### config.mk
export PLATFORM = sky130hd
export DESIGN_NAME = id_stage
export DESIGN_NICKNAME = d
export VERILOG_FILES = /design/src/verilog/id_pkg.sv /design/src/verilog/id_decoder.sv /design/src/verilog/id_operand_mux.sv /design/src/verilog/id_ex_fsm.sv /design/src/verilog/id_stage.sv
export VERILOG_INCLUDE_DIRS = /design/src /design/src/verilog
export SDC_FILE = /design/constraint.sdc
export NUM_CORES = 1
export LEC_CHECK = 0
export ABC_AREA = 1
export BUFFER_PORTS_ARGS = -buffer_cell sky130_fd_sc_hd__clkbuf_2
export CORE_AREA = 5 5 98 100
export CTS_CLUSTER_SIZE = 24
export DETAILED_ROUTE_END_ITERATION = 8
export DIE_AREA = 0 0 103 105
export PLACE_DENSITY = 0.67
export SLEW_MARGIN = 20
export SYNTH_ARGS = -nofsm -noshare
export SYNTH_HDL_FRONTEND = slang
export SYNTH_SLANG_ARGS = --single-unit
export TNS_END_PERCENT = 1
### constraint.sdc
create_clock -name clk_i -period 1.74 [get_ports clk_i]
set_input_delay 0.087 -clock clk_i [delete_from_list [all_inputs] [get_ports clk_i]]
set_output_delay 0.087 -clock clk_i [all_outputs]
set_load 0.05 [all_outputs]
### src/verilog/id_settings.svh
/*
  Widths and fixed constants of the RV32I decode stage.
  ID_XLEN and ID_INSN_W must stay at 32 for the RV32I encodings.
*/
`ifndef ID_SETTINGS_SVH
`define ID_SETTINGS_SVH

// Data and address width
`define ID_XLEN 32
// Register file address width, 32 registers
`define ID_RADDR_W 5
// Instruction word width, no compressed forms
`define ID_INSN_W 32
// Return address increment for JAL/JALR
`define ID_LINK_INCR 4
// LSU access size encoding width
`define ID_LSU_TYPE_W 2

`endif

### src/verilog/id_pkg.sv
/*
  Enumerated types shared by the decode stage and its testbench.
  Encodings are local to this core and need not match any other ALU.
*/
`include "id_settings.svh"

package id_pkg;

  //////////////////////////////////////////////////////////////////////
  // ALU and operand selects
  //////////////////////////////////////////////////////////////////////

  // Arithmetic, logic, shift and compare operations
  typedef enum logic [3:0] {
    alu_add,
    alu_sub,
    alu_xor,
    alu_or,
    alu_and,
    alu_sra,
    alu_srl,
    alu_sll,
    alu_slt,
    alu_sltu,
    // Branch comparisons
    alu_eq,
    alu_ne,
    alu_lt,
    alu_ge,
    alu_ltu,
    alu_geu
  } alu_op_e;

  typedef enum logic [1:0] {
    op_a_reg_a,
    op_a_pc,
    op_a_zero
  } op_a_sel_e;

  typedef enum logic {
    op_b_reg_b,
    op_b_imm
  } op_b_sel_e;

  // Immediate routed to operand B, link is PC + 4
  typedef enum logic [2:0] {
    imm_sel_i,
    imm_sel_s,
    imm_sel_b,
    imm_sel_u,
    imm_sel_j,
    imm_sel_link
  } imm_b_sel_e;

  //////////////////////////////////////////////////////////////////////
  // Instruction and memory encodings
  //////////////////////////////////////////////////////////////////////

  // Major opcodes of the supported RV32I subset
  typedef enum logic [6:0] {
    opc_load   = 7'h03,
    opc_op_imm = 7'h13,
    opc_auipc  = 7'h17,
    opc_store  = 7'h23,
    opc_op     = 7'h33,
    opc_lui    = 7'h37,
    opc_branch = 7'h63,
    opc_jalr   = 7'h67,
    opc_jal    = 7'h6f
  } opcode_e;

  typedef enum logic [`ID_LSU_TYPE_W-1:0] {
    lsu_word = 2'b00,
    lsu_half = 2'b01,
    lsu_byte = 2'b10
  } lsu_type_e;

endpackage

### src/verilog/id_decoder.sv
/*
  Combinational RV32I decoder. Enables are raw and not qualified by valid.
  Branch and jump operand selects depend on the first-cycle flag.
  Anything outside the RV32I base subset (no CSR, FENCE, ECALL) is illegal.
*/
`timescale 1ns/1ps
`include "id_settings.svh"

module id_decoder (
  input  logic [`ID_INSN_W-1:0]  instr_rdata_i,
  input  logic                   instr_first_cycle_i,
  output logic                   illegal_insn_o,
  output logic [`ID_RADDR_W-1:0] rf_raddr_a_o,
  output logic [`ID_RADDR_W-1:0] rf_raddr_b_o,
  output logic [`ID_RADDR_W-1:0] rf_waddr_o,
  output logic                   rf_ren_a_o,
  output logic                   rf_ren_b_o,
  output logic                   rf_we_o,
  output id_pkg::alu_op_e        alu_operator_o,
  output id_pkg::op_a_sel_e      op_a_sel_o,
  output id_pkg::op_b_sel_e      op_b_sel_o,
  output id_pkg::imm_b_sel_e     imm_b_sel_o,
  output logic [`ID_XLEN-1:0]    imm_i_o,
  output logic [`ID_XLEN-1:0]    imm_s_o,
  output logic [`ID_XLEN-1:0]    imm_b_o,
  output logic [`ID_XLEN-1:0]    imm_u_o,
  output logic [`ID_XLEN-1:0]    imm_j_o,
  output logic                   lsu_req_o,
  output logic                   lsu_we_o,
  output logic                   lsu_sign_ext_o,
  output id_pkg::lsu_type_e      lsu_type_o,
  output logic                   branch_o,
  output logic                   jump_o
);

  logic [2:0] funct3;
  logic [6:0] funct7;

  assign funct3 = instr_rdata_i[14:12];
  assign funct7 = instr_rdata_i[31:25];

  // Register fields sit at fixed positions in every format
  assign rf_raddr_a_o = instr_rdata_i[19:15];
  assign rf_raddr_b_o = instr_rdata_i[24:20];
  assign rf_waddr_o   = instr_rdata_i[11:7];

  //////////////////////////////////////////////////////////////////////
  // Sign-extended immediates
  //////////////////////////////////////////////////////////////////////

  assign imm_i_o = {{(`ID_XLEN-12){instr_rdata_i[31]}}, instr_rdata_i[31:20]};
  assign imm_s_o = {{(`ID_XLEN-12){instr_rdata_i[31]}}, instr_rdata_i[31:25],
                    instr_rdata_i[11:7]};
  assign imm_b_o = {{(`ID_XLEN-13){instr_rdata_i[31]}}, instr_rdata_i[31], instr_rdata_i[7],
                    instr_rdata_i[30:25], instr_rdata_i[11:8], 1'b0};
  // U-type has no sign extension on RV32
  assign imm_u_o = {instr_rdata_i[31:12], 12'b0};
  assign imm_j_o = {{(`ID_XLEN-21){instr_rdata_i[31]}}, instr_rdata_i[31],
                    instr_rdata_i[19:12], instr_rdata_i[20], instr_rdata_i[30:21], 1'b0};

  //////////////////////////////////////////////////////////////////////
  // Opcode decode
  //////////////////////////////////////////////////////////////////////

  always_comb begin
    // Default is an add of register A and the I-immediate, nothing enabled
    illegal_insn_o = 1'b0;
    rf_ren_a_o     = 1'b0;
    rf_ren_b_o     = 1'b0;
    rf_we_o        = 1'b0;
    alu_operator_o = id_pkg::alu_add;
    op_a_sel_o     = id_pkg::op_a_reg_a;
    op_b_sel_o     = id_pkg::op_b_imm;
    imm_b_sel_o    = id_pkg::imm_sel_i;
    lsu_req_o      = 1'b0;
    lsu_we_o       = 1'b0;
    lsu_sign_ext_o = 1'b0;
    lsu_type_o     = id_pkg::lsu_word;
    branch_o       = 1'b0;
    jump_o         = 1'b0;

    case (id_pkg::opcode_e'(instr_rdata_i[6:0]))
      id_pkg::opc_lui: begin
        op_a_sel_o  = id_pkg::op_a_zero;
        imm_b_sel_o = id_pkg::imm_sel_u;
        rf_we_o     = 1'b1;
      end

      id_pkg::opc_auipc: begin
        op_a_sel_o  = id_pkg::op_a_pc;
        imm_b_sel_o = id_pkg::imm_sel_u;
        rf_we_o     = 1'b1;
      end

      // Target in the first cycle, link address in the second
      id_pkg::opc_jal: begin
        jump_o      = 1'b1;
        rf_we_o     = 1'b1;
        op_a_sel_o  = id_pkg::op_a_pc;
        imm_b_sel_o = instr_first_cycle_i ? id_pkg::imm_sel_j : id_pkg::imm_sel_link;
      end

      id_pkg::opc_jalr: begin
        jump_o         = 1'b1;
        rf_we_o        = 1'b1;
        rf_ren_a_o     = 1'b1;
        illegal_insn_o = (funct3 != 3'b000);
        if (!instr_first_cycle_i) begin
          op_a_sel_o  = id_pkg::op_a_pc;
          imm_b_sel_o = id_pkg::imm_sel_link;
        end
      end

      id_pkg::opc_branch: begin
        branch_o   = 1'b1;
        rf_ren_a_o = 1'b1;
        rf_ren_b_o = 1'b1;
        case (funct3)
          3'b000:  alu_operator_o = id_pkg::alu_eq;
          3'b001:  alu_operator_o = id_pkg::alu_ne;
          3'b100:  alu_operator_o = id_pkg::alu_lt;
          3'b101:  alu_operator_o = id_pkg::alu_ge;
          3'b110:  alu_operator_o = id_pkg::alu_ltu;
          3'b111:  alu_operator_o = id_pkg::alu_geu;
          default: illegal_insn_o = 1'b1;
        endcase
        // Compare registers first, then PC + B-immediate for the target
        if (instr_first_cycle_i) begin
          op_b_sel_o = id_pkg::op_b_reg_b;
        end else begin
          alu_operator_o = id_pkg::alu_add;
          op_a_sel_o     = id_pkg::op_a_pc;
          imm_b_sel_o    = id_pkg::imm_sel_b;
        end
      end

      id_pkg::opc_load: begin
        lsu_req_o      = 1'b1;
        rf_ren_a_o     = 1'b1;
        rf_we_o        = 1'b1;
        // funct3[2] marks the unsigned variants
        lsu_sign_ext_o = ~funct3[2];
        case (funct3)
          3'b000, 3'b100: lsu_type_o = id_pkg::lsu_byte;
          3'b001, 3'b101: lsu_type_o = id_pkg::lsu_half;
          3'b010:         lsu_type_o = id_pkg::lsu_word;
          default:        illegal_insn_o = 1'b1;
        endcase
      end

      id_pkg::opc_store: begin
        lsu_req_o   = 1'b1;
        lsu_we_o    = 1'b1;
        rf_ren_a_o  = 1'b1;
        rf_ren_b_o  = 1'b1;
        imm_b_sel_o = id_pkg::imm_sel_s;
        case (funct3)
          3'b000:  lsu_type_o = id_pkg::lsu_byte;
          3'b001:  lsu_type_o = id_pkg::lsu_half;
          3'b010:  lsu_type_o = id_pkg::lsu_word;
          default: illegal_insn_o = 1'b1;
        endcase
      end

      id_pkg::opc_op_imm: begin
        rf_ren_a_o = 1'b1;
        rf_we_o    = 1'b1;
        case (funct3)
          3'b000: alu_operator_o = id_pkg::alu_add;
          3'b010: alu_operator_o = id_pkg::alu_slt;
          3'b011: alu_operator_o = id_pkg::alu_sltu;
          3'b100: alu_operator_o = id_pkg::alu_xor;
          3'b110: alu_operator_o = id_pkg::alu_or;
          3'b111: alu_operator_o = id_pkg::alu_and;
          3'b001: begin
            alu_operator_o = id_pkg::alu_sll;
            illegal_insn_o = (funct7 != 7'b0000000);
          end
          default: begin
            // Shift right, funct7 picks logical or arithmetic
            if (funct7 == 7'b0000000) begin
              alu_operator_o = id_pkg::alu_srl;
            end else if (funct7 == 7'b0100000) begin
              alu_operator_o = id_pkg::alu_sra;
            end else begin
              illegal_insn_o = 1'b1;
            end
          end
        endcase
      end

      id_pkg::opc_op: begin
        rf_ren_a_o = 1'b1;
        rf_ren_b_o = 1'b1;
        rf_we_o    = 1'b1;
        op_b_sel_o = id_pkg::op_b_reg_b;
        case ({funct7, funct3})
          10'b0000000_000: alu_operator_o = id_pkg::alu_add;
          10'b0100000_000: alu_operator_o = id_pkg::alu_sub;
          10'b0000000_001: alu_operator_o = id_pkg::alu_sll;
          10'b0000000_010: alu_operator_o = id_pkg::alu_slt;
          10'b0000000_011: alu_operator_o = id_pkg::alu_sltu;
          10'b0000000_100: alu_operator_o = id_pkg::alu_xor;
          10'b0000000_101: alu_operator_o = id_pkg::alu_srl;
          10'b0100000_101: alu_operator_o = id_pkg::alu_sra;
          10'b0000000_110: alu_operator_o = id_pkg::alu_or;
          10'b0000000_111: alu_operator_o = id_pkg::alu_and;
          default:         illegal_insn_o = 1'b1;
        endcase
      end

      default: illegal_insn_o = 1'b1;
    endcase
  end

endmodule

### src/verilog/id_operand_mux.sv
/*
  ALU operand muxing. Register data comes straight from the register file,
  there is no forwarding path.
*/
`timescale 1ns/1ps
`include "id_settings.svh"

module id_operand_mux (
  input  id_pkg::op_a_sel_e  op_a_sel_i,
  input  id_pkg::op_b_sel_e  op_b_sel_i,
  input  id_pkg::imm_b_sel_e imm_b_sel_i,
  input  logic [`ID_XLEN-1:0] imm_i_i,
  input  logic [`ID_XLEN-1:0] imm_s_i,
  input  logic [`ID_XLEN-1:0] imm_b_i,
  input  logic [`ID_XLEN-1:0] imm_u_i,
  input  logic [`ID_XLEN-1:0] imm_j_i,
  input  logic [`ID_XLEN-1:0] rf_rdata_a_i,
  input  logic [`ID_XLEN-1:0] rf_rdata_b_i,
  input  logic [`ID_XLEN-1:0] pc_id_i,
  output logic [`ID_XLEN-1:0] alu_operand_a_o,
  output logic [`ID_XLEN-1:0] alu_operand_b_o
);

  localparam logic [`ID_XLEN-1:0] link_incr = `ID_LINK_INCR;

  logic [`ID_XLEN-1:0] imm_b_sel;

  // Immediate for operand B
  always_comb begin
    case (imm_b_sel_i)
      id_pkg::imm_sel_i: imm_b_sel = imm_i_i;
      id_pkg::imm_sel_s: imm_b_sel = imm_s_i;
      id_pkg::imm_sel_b: imm_b_sel = imm_b_i;
      id_pkg::imm_sel_u: imm_b_sel = imm_u_i;
      id_pkg::imm_sel_j: imm_b_sel = imm_j_i;
      default:           imm_b_sel = link_incr;
    endcase
  end

  // Operand A, zero is used by LUI
  always_comb begin
    case (op_a_sel_i)
      id_pkg::op_a_reg_a: alu_operand_a_o = rf_rdata_a_i;
      id_pkg::op_a_pc:    alu_operand_a_o = pc_id_i;
      default:            alu_operand_a_o = '0;
    endcase
  end

  assign alu_operand_b_o = (op_b_sel_i == id_pkg::op_b_imm) ? imm_b_sel : rf_rdata_b_i;

endmodule

### src/verilog/id_ex_fsm.sv
/*
  Stage state machine. Loads/stores wait for lsu_resp_valid_i, taken
  branches and jumps take two cycles. The IF side must hold the instruction
  stable until instr_done_o.
*/
`timescale 1ns/1ps

module id_ex_fsm (
  input  logic clk_i,
  input  logic rst_ni,
  input  logic instr_valid_i,
  input  logic illegal_insn_i,
  input  logic rf_we_dec_i,
  input  logic rf_ren_a_dec_i,
  input  logic rf_ren_b_dec_i,
  input  logic lsu_req_dec_i,
  input  logic branch_i,
  input  logic jump_i,
  input  logic branch_decision_i,
  input  logic lsu_resp_valid_i,
  output logic instr_first_cycle_o,
  output logic instr_done_o,
  output logic illegal_insn_o,
  output logic rf_we_o,
  output logic rf_ren_a_o,
  output logic rf_ren_b_o,
  output logic lsu_req_o,
  output logic pc_set_o
);

  typedef enum logic {
    fsm_first,
    fsm_multi
  } fsm_e;

  fsm_e state_q;
  fsm_e state_d;

  logic legal;
  logic stall_mem;
  logic stall_branch;
  logic stall_jump;
  logic stall;
  logic jump_set;
  logic branch_set_d;
  logic branch_set_q;

  // Only a valid, legal instruction may act
  assign legal = instr_valid_i & ~illegal_insn_i;

  assign instr_first_cycle_o = instr_valid_i & (state_q == fsm_first);

  //////////////////////////////////////////////////////////////////////
  // Next state and stalls
  //////////////////////////////////////////////////////////////////////

  always_comb begin
    state_d      = fsm_first;
    stall_mem    = 1'b0;
    stall_branch = 1'b0;
    stall_jump   = 1'b0;
    jump_set     = 1'b0;
    branch_set_d = 1'b0;

    if (legal) begin
      case (state_q)
        fsm_first: begin
          if (lsu_req_dec_i) begin
            // Request cycle always stalls
            state_d   = fsm_multi;
            stall_mem = 1'b1;
          end else if (branch_i && branch_decision_i) begin
            // Taken branch, target computed next cycle
            state_d      = fsm_multi;
            stall_branch = 1'b1;
            branch_set_d = 1'b1;
          end else if (jump_i) begin
            // Target is on the operands now
            state_d    = fsm_multi;
            stall_jump = 1'b1;
            jump_set   = 1'b1;
          end
        end
        default: begin
          // Second cycle of branch/jump ends here, memory waits for response
          stall_mem = lsu_req_dec_i & ~lsu_resp_valid_i;
          state_d   = stall_mem ? fsm_multi : fsm_first;
        end
      endcase
    end
  end

  assign stall = stall_mem | stall_branch | stall_jump;

  always_ff @(posedge clk_i or negedge rst_ni) begin
    if (!rst_ni) begin
      state_q      <= fsm_first;
      branch_set_q <= 1'b0;
    end else begin
      state_q      <= state_d;
      branch_set_q <= branch_set_d;
    end
  end

  //////////////////////////////////////////////////////////////////////
  // Qualified outputs
  //////////////////////////////////////////////////////////////////////

  // Illegal words complete at once
  assign instr_done_o   = instr_valid_i & ~stall;
  assign illegal_insn_o = instr_valid_i & illegal_insn_i;

  // Write lands in the completing cycle only
  assign rf_we_o    = legal & rf_we_dec_i & ~stall;
  assign rf_ren_a_o = legal & rf_ren_a_dec_i;
  assign rf_ren_b_o = legal & rf_ren_b_dec_i;

  // One request per access, never repeated while waiting
  assign lsu_req_o = legal & lsu_req_dec_i & (state_q == fsm_first);

  // Jump sets at once, taken branch one cycle later
  assign pc_set_o = jump_set | branch_set_q;

endmodule

### src/verilog/id_stage.sv
/*
  RV32I decode stage top level. Register reads are combinational and the
  ALU result is written back by the consumer of rf_we_o and rf_waddr_o.
*/
`timescale 1ns/1ps
`include "id_settings.svh"

module id_stage (
  input  logic                   clk_i,
  input  logic                   rst_ni,
  // IF side
  input  logic                   instr_valid_i,
  input  logic [`ID_INSN_W-1:0]  instr_rdata_i,
  input  logic [`ID_XLEN-1:0]    pc_id_i,
  output logic                   illegal_insn_o,
  output logic                   instr_done_o,
  output logic                   pc_set_o,
  // EX side
  input  logic                   branch_decision_i,
  input  logic                   lsu_resp_valid_i,
  output id_pkg::alu_op_e        alu_operator_o,
  output logic [`ID_XLEN-1:0]    alu_operand_a_o,
  output logic [`ID_XLEN-1:0]    alu_operand_b_o,
  // Register file
  input  logic [`ID_XLEN-1:0]    rf_rdata_a_i,
  input  logic [`ID_XLEN-1:0]    rf_rdata_b_i,
  output logic [`ID_RADDR_W-1:0] rf_raddr_a_o,
  output logic [`ID_RADDR_W-1:0] rf_raddr_b_o,
  output logic                   rf_ren_a_o,
  output logic                   rf_ren_b_o,
  output logic [`ID_RADDR_W-1:0] rf_waddr_o,
  output logic                   rf_we_o,
  // LSU
  output logic                   lsu_req_o,
  output logic                   lsu_we_o,
  output id_pkg::lsu_type_e      lsu_type_o,
  output logic                   lsu_sign_ext_o,
  output logic [`ID_XLEN-1:0]    lsu_wdata_o
);

  // Raw decoder controls
  logic illegal_insn_dec;
  logic rf_we_dec;
  logic rf_ren_a_dec;
  logic rf_ren_b_dec;
  logic lsu_req_dec;
  logic branch_dec;
  logic jump_dec;
  logic instr_first_cycle;

  id_pkg::op_a_sel_e  op_a_sel;
  id_pkg::op_b_sel_e  op_b_sel;
  id_pkg::imm_b_sel_e imm_b_sel;

  logic [`ID_XLEN-1:0] imm_i;
  logic [`ID_XLEN-1:0] imm_s;
  logic [`ID_XLEN-1:0] imm_b;
  logic [`ID_XLEN-1:0] imm_u;
  logic [`ID_XLEN-1:0] imm_j;

  // Store data is register B as read
  assign lsu_wdata_o = rf_rdata_b_i;

  id_decoder u_decoder (
    .instr_rdata_i      (instr_rdata_i),
    .instr_first_cycle_i(instr_first_cycle),
    .illegal_insn_o     (illegal_insn_dec),
    .rf_raddr_a_o       (rf_raddr_a_o),
    .rf_raddr_b_o       (rf_raddr_b_o),
    .rf_waddr_o         (rf_waddr_o),
    .rf_ren_a_o         (rf_ren_a_dec),
    .rf_ren_b_o         (rf_ren_b_dec),
    .rf_we_o            (rf_we_dec),
    .alu_operator_o     (alu_operator_o),
    .op_a_sel_o         (op_a_sel),
    .op_b_sel_o         (op_b_sel),
    .imm_b_sel_o        (imm_b_sel),
    .imm_i_o            (imm_i),
    .imm_s_o            (imm_s),
    .imm_b_o            (imm_b),
    .imm_u_o            (imm_u),
    .imm_j_o            (imm_j),
    .lsu_req_o          (lsu_req_dec),
    .lsu_we_o           (lsu_we_o),
    .lsu_sign_ext_o     (lsu_sign_ext_o),
    .lsu_type_o         (lsu_type_o),
    .branch_o           (branch_dec),
    .jump_o             (jump_dec)
  );

  id_operand_mux u_operand_mux (
    .op_a_sel_i     (op_a_sel),
    .op_b_sel_i     (op_b_sel),
    .imm_b_sel_i    (imm_b_sel),
    .imm_i_i        (imm_i),
    .imm_s_i        (imm_s),
    .imm_b_i        (imm_b),
    .imm_u_i        (imm_u),
    .imm_j_i        (imm_j),
    .rf_rdata_a_i   (rf_rdata_a_i),
    .rf_rdata_b_i   (rf_rdata_b_i),
    .pc_id_i        (pc_id_i),
    .alu_operand_a_o(alu_operand_a_o),
    .alu_operand_b_o(alu_operand_b_o)
  );

  // Qualifies all enables with valid and legality
  id_ex_fsm u_ex_fsm (
    .clk_i              (clk_i),
    .rst_ni             (rst_ni),
    .instr_valid_i      (instr_valid_i),
    .illegal_insn_i     (illegal_insn_dec),
    .rf_we_dec_i        (rf_we_dec),
    .rf_ren_a_dec_i     (rf_ren_a_dec),
    .rf_ren_b_dec_i     (rf_ren_b_dec),
    .lsu_req_dec_i      (lsu_req_dec),
    .branch_i           (branch_dec),
    .jump_i             (jump_dec),
    .branch_decision_i  (branch_decision_i),
    .lsu_resp_valid_i   (lsu_resp_valid_i),
    .instr_first_cycle_o(instr_first_cycle),
    .instr_done_o       (instr_done_o),
    .illegal_insn_o     (illegal_insn_o),
    .rf_we_o            (rf_we_o),
    .rf_ren_a_o         (rf_ren_a_o),
    .rf_ren_b_o         (rf_ren_b_o),
    .lsu_req_o          (lsu_req_o),
    .pc_set_o           (pc_set_o)
  );

endmodule

==> reports/metrics.csv <==
stage,metric,value,unit
outcome,status,finished with violations,
outcome,violations,negative setup slack,
clock_network,h-tree-depth,1,
detailed_routing,avgRoutedWirePerCell,15.2,um
place,place.gp.congestion,0.883,
synthesis,synth_adder_area_share,0,
cells_and_area,fin_area,0.00508,mm2
clock_network,clkTransAtPathRegs,0.03,ns
cells_and_area,drive_gt1_frac,0.534,
worst_setup_path,crit_required,1.65,ns
detailed_routing,vias,4040,
floorplanning,die_w,103,um
floorplanning,initial_core_util,0.277,
place,placed_cells,835,
synthesis,syn_nets,624,
synthesis,synth_compound_area_frac,0.199,
global_route,track_usage,0.220,
worst_setup_path,startpoint_type,register,
place,placed_cell_area,0.00437,mm2
global_route,met3_usage,0.0480,
clock_network,cts_root_buf,clkbuf_8,
place,place_ws,-0.183,ns
clock_network,cts.sinks,2,
clock_network,insertion_delay,0.21,ns
cells_and_area,layout_commonest_cell,clkbuf_2,
detailed_routing,ant_nets,0,
cells_and_area,area_delta_synth_final,114,%
timing,worstMarginPinSlew,0.302,ns
global_route,gr-total-overflow,0,
synthesis,synthXorXnorAreaFrac,0,
worst_setup_path,path_class,reg2out,
timing,layout_setup_ws,-0.260,ns
job,drv_cap,0,
timing,fin_skew,0.00102,ns
global_route,antenna_found_initial,0,
synthesis,synth-simple-area-share,0.469,
synthesis,synth_cells,491,
detailed_routing,dr.pass1.iters,4,
clock_network,clk_path_buf_depth,2,
detailed_routing,drcViolationCount,0,
timing,whs,0.150,ns
global_route,busiest_layer,met2,
power,vdd_drop_max,0.000336,V
timing,post-route-period-util,1.15,
timing,hold_viol_final,0,
floorplanning,coreArea,0.00859,mm2
timing,slew_violations,0,
clock_network,numCtsBuffers,3,
synthesis,synth-seq-cells,2,
synthesis,avgSynthCellArea,4.84,um2
global_route,grtUsageMet1,0.237,
detailed_routing,wl,12.9,mm
cells_and_area,fillers,790,
place,portBuffers,258,
floorplanning,die_h,105,um
cells_and_area,layout_common_cells,"183 x clkbuf_2, 117 x nand2_1, 70 x inv_1, 47 x buf_12, 45 x nand3_1",
power,cellLeakagePower,2.96,nW
detailed_routing,viasPerCell,4.76,
global_route,first_global_vias,4016,
power,p_per_area,370,mW/mm2
floorplanning,die_area,0.0108,mm2
global_route,grt_max_degree,33,
timing,setup_viol,65,
cells_and_area,instances_no_fill,848,
synthesis,synthMuxAreaShare,0,
timing,fin_crit,2.00,ns
power,total_power,0.00188,W
floorplanning,pin_count,259,
place,hpwlAfterDp,10.4,mm
worst_setup_path,worstSetupEndpointType,output pin,
global_route,use_met2,0.423,
cells_and_area,regArea,50.0,um2
worst_setup_path,worstPathArrival,1.91,ns
timing,slew_headroom,0.796,
timing,rsz0062_at_grt,yes,
synthesis,synth_top_family_by_area,simple AND/OR/NAND/NOR gates,
synthesis,synth-warning-count,0,
global_route,grt_first_pass_wirelength,19.3,mm
synthesis,netlist_area,0.00238,mm2
detailed_routing,first_iter_violations,133,
floorplanning,num_rows,34,
cells_and_area,diodes,0,
clock_network,tritoncts,done,
synthesis,synth_cell_types,28,
timing,timing.fmax,500,MHz
cells_and_area,multiInputGateArea,0.00182,mm2
synthesis,ys_seq_area_frac,0.0210,
worst_setup_path,crit_fanout,8,
cells_and_area,fin_nets,875,
min_path,hold_path.class,in2reg,
==> kinds of logic after synthesis <==
group           Yosys count
compound gates           83
buf+inv                 146
flops                     2
simple gates            260
==> per-layer routing <==
layer	vias to the layer above	wire length [um]
met3	16	1250
met2	195	6840
met4	0	214
met5	-	0
met1	1804	4590
li1	2025	-
==> area by class of cell <==
class / count / area share
timing repair buffer: 312 / 0.538
tap: 108 / 0.0266
sequential: 2 / 0.00985
multi-input combinational: 343 / 0.358
clock buffer: 3 / 0.00813
inverter: 80 / 0.0596
==> through the flow <==
stage,setup TNS [ns],utilization
2_1_floorplan,-3.47,-
3_3_place_gp,-2.41,0.509
3_5_place_dp,-4.93,0.509
4_1_cts,-12.59,0.575
5_1_grt,-20.39,0.591
6_report,-11.49,0.591
==> timing repair <==
action,CTS,global route
hold buffers,1,0
setup endpoints to repair,69,74
cloned,2,0
pin swaps,14,9
endpoints found under the hold margin,2,0
setup buffers,7,0
gates resized for setup,115,53
==> state kept, by name, summed over array words and instances, names as in the netlist <==
| register | cells |
|---|---|
| u_ex_fsm.branch_set_q | 1 |
| u_ex_fsm.state_q | 1 |
==> critical path, stage by stage (launching register included) <==
cell,delay (ns)
dfrtp_1,0.40
nor2_4,0.16
inv_2,0.07
nand3_2,0.09
nand2_2,0.08
nor2_4,0.10
buf_4,0.13
nand4_1,0.12
nand2_2,0.14
inv_4,0.06
nand2_1,0.05
nand2_1,0.05
nand2_1,0.08
buf_8,0.15
==> report_power, final <==
| part | leakage (nW) | switching (W) | internal, W |
|---|---|---|---|
| logic | 2.91 | 0.00101 | 0.000635 |
| clock network | 0.0216 | 0.0000418 | 0.000147 |
| registers | 0.0280 | 0.0000000468 | 0.0000469 |
==> Yosys cell counts <==
cell	count	share of area
o21bai_1	1	0.0032
o211ai_1	3	0.0095
dfrtp_1	2	0.021
o21ai_1	21	0.044
nand2_2	3	0.0079
nor2_1	49	0.077
a32o_1	6	0.025
buf_1	1	0.0016
o22ai_1	2	0.0053
nor3_1	5	0.011
clkbuf_1	8	0.013
o21ai_2	1	0.0037
o21ai_0	43	0.090
buf_4	48	0.15
nor2_2	6	0.016
nor2_4	2	0.0095
nand4_1	9	0.024
a22o_1	1	0.0037
nand3_1	49	0.10
inv_1	70	0.11
inv_2	10	0.016
nand3_2	1	0.0042
a211oi_1	1	0.0032
nand2_1	135	0.21
a21oi_1	3	0.0063
nor3_2	1	0.0042
buf_2	9	0.019
o211a_1	1	0.0042
==> final timing paths <==
check | startpoint | end | slack (ns) | cells after the start
max | u_ex_fsm.state_q | alu_operand_b_o[16] | -0.26 | 13
min | branch_decision_i | u_ex_fsm.branch_set_q | 0.15 | 3
max reg2reg | u_ex_fsm.state_q | u_ex_fsm.state_q | 0.58 | 5
min reg2reg | u_ex_fsm.state_q | u_ex_fsm.branch_set_q | 0.78 | 4
max in group asynchronous | rst_ni | u_ex_fsm.branch_set_q | 1.44 | 2
min in group asynchronous | rst_ni | u_ex_fsm.state_q | 0.20 | 2
(Power assumes the default switching activity.)
